===== config.mk =====
export PLATFORM = sky130hd
export DESIGN_NAME = board_ctrl_top
export DESIGN_NICKNAME = d
export VERILOG_FILES = /design/src/rtl/board_ctrl_pkg.sv /design/src/rtl/cdc_sync.sv /design/src/rtl/key_debounce.sv /design/src/rtl/spi_cmd_receiver.sv /design/src/rtl/wb_reg_bank.sv /design/src/rtl/hex_display.sv /design/src/rtl/board_ctrl_top.sv
export VERILOG_INCLUDE_DIRS = /design/src /design/src/include
export SDC_FILE = /design/constraint.sdc
export NUM_CORES = 1
export LEC_CHECK = 0
export BUFFER_PORTS_ARGS = -buffer_cell sky130_fd_sc_hd__buf_2
export CAP_MARGIN = 20
export CORE_MARGIN = 2
export CORE_UTILIZATION = 40
export CTS_CLUSTER_DIAMETER = 150
export DETAILED_ROUTE_END_ITERATION = 8
export MAX_ROUTING_LAYER = met4
export SLEW_MARGIN = 20
export SYNTH_ARGS = -nofsm -noshare
export SYNTH_HDL_FRONTEND = slang
export SYNTH_SLANG_ARGS = --single-unit

===== constraint.sdc =====
create_clock -name clock_50 -period 2 [get_ports clock_50]
set_input_delay 0.4 -clock clock_50 [delete_from_list [all_inputs] [get_ports clock_50]]
set_output_delay 0.4 -clock clock_50 [all_outputs]
set_load 0.01 [all_outputs]

===== src/include/board_ctrl_settings.svh =====
// board control settings
// widths, register map, debounce time
`ifndef BOARD_CTRL_SETTINGS_SVH
`define BOARD_CTRL_SETTINGS_SVH

// ==============================
// board widths
`define BC_KEY_W            2           // push buttons in use
`define BC_LED_W            10          // red leds
`define BC_HEX_DIGITS       6           // seven-segment digits
`define BC_CMD_W            8           // spi command byte
`define BC_DEBOUNCE_CYCLES  50000       // 1 ms at 50 MHz

// ==============================
// wishbone register map, word addresses
`define BC_ADDR_CMD         2'd0
`define BC_ADDR_KEYS        2'd1
`define BC_ADDR_LED         2'd2
`define BC_ADDR_HEX         2'd3
`define BC_WB_AW            2           // word address width
`define BC_WB_DW            32          // bus data width

`endif


===== src/rtl/board_ctrl_pkg.sv =====
// board control shared types
`default_nettype none
`include "board_ctrl_settings.svh"

package board_ctrl_pkg;

        typedef struct packed {
                logic                   cyc;
                logic                   stb;
                logic                   we;
                logic [`BC_WB_AW-1:0]   adr;            // word address
                logic [`BC_WB_DW-1:0]   dat_w;
        } wb_req_t;                                     // master to slave

        typedef struct packed {
                logic                   ack;
                logic [`BC_WB_DW-1:0]   dat_r;
        } wb_rsp_t;

        typedef struct packed {
                logic   sclk;
                logic   csel_n;
                logic   mosi;
        } spi_pins_t;

        typedef struct packed {
                logic                   valid;          // one-cycle strobe
                logic [`BC_CMD_W-1:0]   data;           // received byte
        } spi_cmd_t;

        typedef struct packed {
                logic [`BC_HEX_DIGITS-1:0][3:0] nib;    // nib[0] is the rightmost digit
        } hex_digits_t;

        // active-low glyphs, segment a in bit 0, g in bit 6
        function automatic logic [6:0] seg_glyph(input logic [3:0] nibble);
                case (nibble)
                        4'h0: return 7'h40;
                        4'h1: return 7'h79;
                        4'h2: return 7'h24;
                        4'h3: return 7'h30;
                        4'h4: return 7'h19;
                        4'h5: return 7'h12;
                        4'h6: return 7'h02;
                        4'h7: return 7'h78;
                        4'h8: return 7'h00;
                        4'h9: return 7'h10;
                        4'ha: return 7'h08;
                        4'hb: return 7'h03;             // lower case b
                        4'hc: return 7'h46;
                        4'hd: return 7'h21;             // lower case d
                        4'he: return 7'h06;
                        default: return 7'h0e;          // F
                endcase
        endfunction

endpackage

`default_nettype wire


===== src/rtl/cdc_sync.sv =====
// two-stage input synchronizer
`timescale 1ns/10ps
`default_nettype none

module cdc_sync #(
        parameter type T = logic                // payload, pins or vectors
) (
        input  logic    clock_50,
        input  logic    rst,
        input  T        d,                      // asynchronous pins
        output T        q                       // safe to use in clock_50 domain
);

        T meta;                                 // first stage, may go metastable

        // resets to all ones, the idle level of the
        // active-low pins that pass through here
        always_ff @(posedge clock_50) begin
                if (rst) begin
                        meta <= T'('1);
                        q    <= T'('1);
                end else begin
                        meta <= d;
                        q    <= meta;           // second stage settles
                end
        end

endmodule

`default_nettype wire


===== src/rtl/key_debounce.sv =====
// key debouncer
// active-low keys to pressed flags
`timescale 1ns/10ps
`default_nettype none
`include "board_ctrl_settings.svh"

module key_debounce #(
        parameter int DEBOUNCE_CYCLES = `BC_DEBOUNCE_CYCLES     // stable time in clocks
) (
        input  logic                    clock_50,
        input  logic                    rst,
        input  logic [`BC_KEY_W-1:0]    key_n,          // synchronized, active low
        output logic [`BC_KEY_W-1:0]    pressed         // debounced, active high
);

        localparam int CNT_W = (DEBOUNCE_CYCLES > 1) ? $clog2(DEBOUNCE_CYCLES) : 1;
        localparam logic [CNT_W-1:0] CNT_LAST = CNT_W'(DEBOUNCE_CYCLES - 1);

        logic [`BC_KEY_W-1:0][CNT_W-1:0] cnt;           // one stable-time counter per key

        // ==============================
        // per-key filter
        // counter runs only while the pin disagrees with the flag,
        // so a short glitch restarts it from zero
        always_ff @(posedge clock_50) begin
                if (rst) begin
                        cnt     <= '0;
                        pressed <= '0;
                end else begin
                        for (int i = 0; i < `BC_KEY_W; i++) begin
                                if (~key_n[i] == pressed[i]) begin
                                        cnt[i] <= '0;                   // level agrees
                                end else if (cnt[i] == CNT_LAST) begin
                                        pressed[i] <= ~key_n[i];        // held long enough
                                        cnt[i]     <= '0;
                                end else begin
                                        cnt[i] <= cnt[i] + 1'b1;
                                end
                        end
                end
        end

endmodule

`default_nettype wire


===== src/rtl/spi_cmd_receiver.sv =====
// spi mode-0 command receiver
`timescale 1ns/10ps
`default_nettype none
`include "board_ctrl_settings.svh"

module spi_cmd_receiver
        import board_ctrl_pkg::*;
(
        input  logic            clock_50,
        input  logic            rst,
        input  spi_pins_t       pins,           // already synchronized
        output logic            miso,
        output spi_cmd_t        cmd
);

        localparam int CNT_W = $clog2(`BC_CMD_W);
        localparam logic [CNT_W-1:0] BIT_LAST = CNT_W'(`BC_CMD_W - 1);

        logic                   sclk_d;         // sclk one cycle back
        logic                   sclk_rise;
        logic                   sclk_fall;
        logic [CNT_W-1:0]       bit_cnt;        // bits taken in this byte
        logic [`BC_CMD_W-1:0]   rx_shift;
        logic [`BC_CMD_W-1:0]   rx_next;
        logic [`BC_CMD_W-1:0]   tx_shift;       // previous byte, msb on miso

        assign sclk_rise = pins.sclk & ~sclk_d & ~pins.csel_n;
        assign sclk_fall = ~pins.sclk & sclk_d & ~pins.csel_n;
        assign rx_next   = {rx_shift[`BC_CMD_W-2:0], pins.mosi};    // msb first
        assign miso      = tx_shift[`BC_CMD_W-1];

        // ==============================
        // shift engine
        always_ff @(posedge clock_50) begin
                if (rst) begin
                        sclk_d    <= 1'b1;              // matches synchronizer idle
                        bit_cnt   <= '0;
                        rx_shift  <= '0;
                        tx_shift  <= '0;
                        cmd.valid <= 1'b0;
                        cmd.data  <= '0;
                end else begin
                        sclk_d    <= pins.sclk;
                        cmd.valid <= 1'b0;                      // strobe by default
                        if (pins.csel_n) begin
                                bit_cnt <= '0;                  // deselect restarts the byte
                        end else if (sclk_rise) begin
                                rx_shift <= rx_next;
                                bit_cnt  <= bit_cnt + 1'b1;     // wraps after last bit
                                if (bit_cnt == BIT_LAST) begin
                                        cmd.valid <= 1'b1;
                                        cmd.data  <= rx_next;
                                        tx_shift  <= rx_next;   // echoed on next transfer
                                end
                        end else if (sclk_fall && bit_cnt != '0) begin
                                // the fall right after the last bit is skipped,
                                // keeping the new byte's msb on the pin
                                tx_shift <= {tx_shift[`BC_CMD_W-2:0], 1'b0};
                        end
                end
        end

endmodule

`default_nettype wire


===== src/rtl/wb_reg_bank.sv =====
// wishbone classic register bank
`timescale 1ns/10ps
`default_nettype none
`include "board_ctrl_settings.svh"

module wb_reg_bank
        import board_ctrl_pkg::*;
(
        input  logic                    clock_50,
        input  logic                    rst,
        input  wb_req_t                 wb_req,
        output wb_rsp_t                 wb_rsp,
        input  spi_cmd_t                cmd,            // one-cycle pulse per byte
        input  logic [`BC_KEY_W-1:0]    pressed,
        output logic [`BC_LED_W-1:0]    led,
        output hex_digits_t             hex
);

        localparam int DW    = `BC_WB_DW;
        localparam int HEX_W = 4 * `BC_HEX_DIGITS;

        logic                   bus_hit;        // new cycle, not yet acked
        logic                   wr_en;
        logic                   rd_cmd;         // read of CMD being acked
        logic                   ready;
        logic [`BC_CMD_W-1:0]   cmd_byte;       // last received command

        assign bus_hit = wb_req.cyc & wb_req.stb & ~wb_rsp.ack;
        assign wr_en   = bus_hit & wb_req.we;
        assign rd_cmd  = bus_hit & ~wb_req.we & (wb_req.adr == `BC_ADDR_CMD);

        // ==============================
        // ack, writes and command state
        always_ff @(posedge clock_50) begin
                if (rst) begin
                        wb_rsp.ack <= 1'b0;
                        ready      <= 1'b0;
                        cmd_byte   <= '0;
                        led        <= '0;
                        hex        <= '0;
                end else begin
                        wb_rsp.ack <= bus_hit;                  // single cycle, then low
                        if (cmd.valid) begin
                                ready    <= 1'b1;               // new byte beats the clear
                                cmd_byte <= cmd.data;
                        end else if (rd_cmd) begin
                                ready <= 1'b0;
                        end
                        if (wr_en) begin
                                case (wb_req.adr)
                                        `BC_ADDR_LED: led <= wb_req.dat_w[`BC_LED_W-1:0];
                                        `BC_ADDR_HEX: hex <= hex_digits_t'(wb_req.dat_w[HEX_W-1:0]);
                                        default: ;              // cmd and keys read only
                                endcase
                        end
                end
        end

        // ==============================
        // read data, valid with ack
        always_ff @(posedge clock_50) begin
                if (bus_hit) begin
                        case (wb_req.adr)
                                `BC_ADDR_CMD:  wb_rsp.dat_r <= DW'({ready, cmd_byte});
                                `BC_ADDR_KEYS: wb_rsp.dat_r <= DW'(pressed);
                                `BC_ADDR_LED:  wb_rsp.dat_r <= DW'(led);
                                default:       wb_rsp.dat_r <= DW'(hex);
                        endcase
                end
        end

endmodule

`default_nettype wire


===== src/rtl/hex_display.sv =====
// six-digit seven-segment encoder
`timescale 1ns/10ps
`default_nettype none
`include "board_ctrl_settings.svh"

module hex_display
        import board_ctrl_pkg::*;
(
        input  logic            clock_50,
        input  logic            rst,
        input  hex_digits_t     digits,
        output logic [6:0]      hex0,           // rightmost digit
        output logic [6:0]      hex1,
        output logic [6:0]      hex2,
        output logic [6:0]      hex3,
        output logic [6:0]      hex4,
        output logic [6:0]      hex5            // leftmost digit
);

        logic [`BC_HEX_DIGITS-1:0][6:0] seg_q;  // registered patterns

        // registered so the segment pins never glitch while a nibble changes
        always_ff @(posedge clock_50) begin
                if (rst) begin
                        seg_q <= {`BC_HEX_DIGITS{seg_glyph(4'h0)}};    // all show 0
                end else begin
                        for (int i = 0; i < `BC_HEX_DIGITS; i++) begin
                                seg_q[i] <= seg_glyph(digits.nib[i]);
                        end
                end
        end

        assign hex0 = seg_q[0];
        assign hex1 = seg_q[1];
        assign hex2 = seg_q[2];
        assign hex3 = seg_q[3];
        assign hex4 = seg_q[4];
        assign hex5 = seg_q[5];

endmodule

`default_nettype wire


===== src/rtl/board_ctrl_top.sv =====
// board control top level
// spi command, keys, leds and hex display
`timescale 1ns/10ps
`default_nettype none
`include "board_ctrl_settings.svh"

module board_ctrl_top
        import board_ctrl_pkg::*;
#(
        parameter int DEBOUNCE_CYCLES = `BC_DEBOUNCE_CYCLES
) (
        input  logic                    clock_50,
        input  logic                    rst,
        input  logic [`BC_KEY_W-1:0]    key_n,
        input  logic                    spi_sclk,
        input  logic                    spi_csel_n,
        input  logic                    spi_mosi,
        output logic                    spi_miso,
        input  wb_req_t                 wb_req,         // host bus
        output wb_rsp_t                 wb_rsp,
        output logic [`BC_LED_W-1:0]    led,
        output logic [6:0]              hex0,
        output logic [6:0]              hex1,
        output logic [6:0]              hex2,
        output logic [6:0]              hex3,
        output logic [6:0]              hex4,
        output logic [6:0]              hex5
);

        spi_pins_t              spi_raw;        // straight from the header pins
        spi_pins_t              spi_sync;
        logic [`BC_KEY_W-1:0]   key_sync_n;
        logic [`BC_KEY_W-1:0]   pressed;
        spi_cmd_t               cmd;
        hex_digits_t            hex_val;

        assign spi_raw = '{sclk: spi_sclk, csel_n: spi_csel_n, mosi: spi_mosi};

        // ==============================
        // decode
        cdc_sync #(.T(spi_pins_t)) u_spi_sync (
                .clock_50 (clock_50),
                .rst      (rst),
                .d        (spi_raw),
                .q        (spi_sync)
        );

        cdc_sync #(.T(logic [`BC_KEY_W-1:0])) u_key_sync (
                .clock_50 (clock_50),
                .rst      (rst),
                .d        (key_n),
                .q        (key_sync_n)
        );

        spi_cmd_receiver u_spi_rx (
                .clock_50 (clock_50),
                .rst      (rst),
                .pins     (spi_sync),
                .miso     (spi_miso),
                .cmd      (cmd)
        );

        key_debounce #(.DEBOUNCE_CYCLES(DEBOUNCE_CYCLES)) u_debounce (
                .clock_50 (clock_50),
                .rst      (rst),
                .key_n    (key_sync_n),
                .pressed  (pressed)
        );

        // ==============================
        // execute and result
        wb_reg_bank u_regs (
                .clock_50 (clock_50),
                .rst      (rst),
                .wb_req   (wb_req),
                .wb_rsp   (wb_rsp),
                .cmd      (cmd),
                .pressed  (pressed),
                .led      (led),
                .hex      (hex_val)
        );

        hex_display u_hex (
                .clock_50 (clock_50),
                .rst      (rst),
                .digits   (hex_val),
                .hex0     (hex0),
                .hex1     (hex1),
                .hex2     (hex2),
                .hex3     (hex3),
                .hex4     (hex4),
                .hex5     (hex5)
        );

endmodule

`default_nettype wire


==> run summary <==
==================================================================================
Combinational share of power                                                 0.040
CTS Buf Count                                                                   17
Yosys reg bits                                                                 182
Maximum root-to-sink buffer count                                                2
Run status                                                               completed
Final routed wire length divided by cell count                        13.8 microns
Initial DRT Pass Iterations                                                      5
Rel. slew slack                                                              0.618
Setup Fix Bufs, Post-CTS                                                         0
Hold slack                                                                0.155 ns
Sort of element at the end of the critical path                           register
Share of synthesized flip-flops with an asynchronous set or reset                0
Area share of the largest cell type after synthesis                          0.403
Multi-input combinational cell area                                     3650 sq um
Proportion of synthesized chip area in sequential cells                      0.495
DRT antenna net count                                                            0
Peak Freq                                                                0.601 GHz
Worst hold path type                                                        in2reg
Setup Slack @ Placement                                                   0.212 ns
Insertion delay of the later-clocked pin in the worst-skew pair            0.42 ns
Total die area                                                         20800 sq um
Routed via count                                                              5978
Post-synthesis cell type count                                                  46
Pin count of the biggest net entering global routing                            48
GRT Total Usage                                                              0.168
Largest cells by area after synthesis                                 dfxtp_1, edfxtp_1, ha_1, nand2_1, nor2_1
Total Power Consumption                                                    7.51 mW
Int Pwr                                                                    5.77 mW
Register area                                                           3880 sq um
Top Ports                                                                      130
Synthesized instance count                                                     843
Sequential fraction of design power                                          0.504
Layout area overhead                                                         18.7%
Number of synthesized flops with an enable pin                                  24
Crit-path max FO                                                                16
Max-slew violation count                                                         0
Post-route clock period utilization                                          0.832
Most common library cell in the layout ignoring fill and taps              dfxtp_1
Wire length of the first global-routing pass                          26900 microns
Power per cell area                                                    806 nW/um^2
Synth area leader                                                          dfxtp_1
Setup tns final                                                               0 ns
Number of antenna violations at the first check in global routing                1
Filler Cells Inserted                                                         1858
Share of final-layout standard cells stronger than drive strength 1          0.202
Switching power total                                                      1.74 mW
CTS Root Buffer Type                                                     clkbuf_16
Final estimated routing congestion in global placement                       0.856
Most instantiated flip-flop cell in the synthesis netlist                  dfxtp_1
Fin nets                                                                      1033
Final period demand of the worst path                                      1.66 ns
Starting Density                                                             0.406
Vias in the first global route                                                5337
Commonest cells after routing, fill and taps aside                    dfxtp_1, nand2_1, buf_2
Synth Area per Inst                                                     9.31 sq um
Detailed-route wire length                                            16900 microns
Synth Warn #                                                                     0
Height of the die                                                      144 microns
Cts-stage hold buffer count                                                      0
CORE AREA                                                              19300 sq um
Final core area utilization                                                  0.482
LEAKAGE                                                                    3.43 nW
Maximum level of the CTS H-tree                                                  4
Total of max-cap violations                                                      0
Number of failing setup endpoints in the final timing report                     0
Slew at the pin closest to its max-slew limit                             0.572 ns
Worst Clk Skew                                                          0.00720 ns
Final number of hold-violating endpoints                                         0
Die width                                                              144 microns
Slowest-stage cell, CP                                                       or4_1
Clock tree from TritonCTS                                                      yes
Fraction of power consumed by the clock network                              0.456
Grt ovf                                                                          0
Net switching share of the total power                                       0.232
Setup repair after global routing missed its margin                          false
List of cells traversed by the critical path                          or4_1 > nor4_2 > or3_1 > buf_12 > nor2_1
Kind of start point of the critical path                                  register
Final routed DRC violation total                                                 0
Type of the worst setup path                                               reg2reg
Data arrival time of the critical path                                     1.98 ns
Iteration-0 DRC Markers                                                        403
Final worst slack                                                         0.335 ns
Routed via count divided by cell count                                        4.87
Reg clk slew, reported paths                                               0.07 ns
Worst EP required                                                          2.32 ns
I/O Buffers                                                                    113
Dpl hpwl                                                              11900 microns
FP Rows                                                                         51
Worst IR drop on VDD                                                      0.587 mV
Maximum single-stage delay on the critical path                            0.54 ns
Number of sinks on the clock net                                               182
Number of gates resized after cts                                                0
Netlist Area Pre-Place                                                  7850 sq um
==================================================================================
## cell type report
cell class	instances	area share
tap	265	0.0356
multi-input combinational	592	0.392
clock inverter	15	0.0193
inverter	22	0.00887
sequential	182	0.417
timing repair buffer	133	0.0811
clock buffer	17	0.0457
antenna	1	0.000269
## power by group through the flow
stage          clock (mW)  combinational (mW)  sequential [mW]
3_5_place_dp            0               0.304             3.86
6_report             3.42               0.301             3.78
3_3_place_gp            0               0.303             3.86
2_1_floorplan           0               0.168             3.87
4_1_cts              3.50               0.305             3.78
5_1_grt              3.67               0.332             3.79
## metal layers
metal,track usage,part of all wire,up-vias
li1,-,-,3082
met1,0.232,0.50,2751
met2,0.248,0.44,135
met3,0.0381,0.046,10
met4,0.0485,0.014,0
met5,-,0,-
## final timing paths
| path | slack, ns | cells after the start | end | from |
|---|---|---|---|---|
| setup reg to reg | 0.34 | 5 | u_debounce.cnt[25]$_SDFF_PP0_ | u_debounce.cnt[23]$_SDFF_PP0_ |
| setup / recovery | 0.34 | 5 | u_debounce.cnt[25]$_SDFF_PP0_ | u_debounce.cnt[23]$_SDFF_PP0_ |
| hold / removal | 0.15 | 2 | u_spi_sync.meta[2]$_SDFF_PP1_ | spi_sclk |
| hold reg to reg | 0.41 | 1 | u_spi_sync.q[0]$_SDFF_PP1_ | u_spi_sync.meta[0]$_SDFF_PP1_ |
## stage by stage
stage / area (sq um) / instances
floorplan: 7870 / 850
finish: 9320 / 1227
CTS: 9310 / 1226
global route: 9320 / 1227
global placement: 8710 / 1194
detailed placement: 8710 / 1194
## sequential cells by signal (all words and copies together) (netlist names), 8 cells and up
| signal | count |
|---|---|
| u_debounce.cnt | 32 |
| u_regs.hex | 24 |
| u_regs.cmd_byte | 8 |
| u_spi_rx.tx_shift | 8 |
| u_regs.wb_rsp | 25 |
| u_spi_rx.cmd | 9 |
| u_regs.led | 10 |
## cells in the mapped netlist, types with 20 or more instances
cell	count
dfxtp_1	158
nand2_1	126
nor2_1	92
a21oi_1	65
ha_1	41
clkbuf_1	37
xnor2_1	26
mux2i_1	25
edfxtp_1	24
inv_1	22
a211oi_1	20
## kinds of logic (layout without fill, tap and decap cells)
kind of cell | Yosys count | count (layout) | share of synthesized area
and+or+nand+nor | 339 | 339 | 0.203
DFF | 182 | 182 | 0.495
AOI/OAI and AO/OA | 138 | 138 | 0.109
buffers and inverters | 76 | 187 | 0.0437
adders and majority gates | 41 | 41 | 0.0654
muxes | 35 | 35 | 0.0491
xor gates and xnor gates | 31 | 31 | 0.0346
other | 1 | 9 | 0.000478
## worst max-delay path, delay by kind of cell, from the launching register on
family	cells	cell delay (ns)
buf+inv	1	0.15
simple gates	4	1.04
flops	1	0.36
Power figures use the tool's default switching activity.
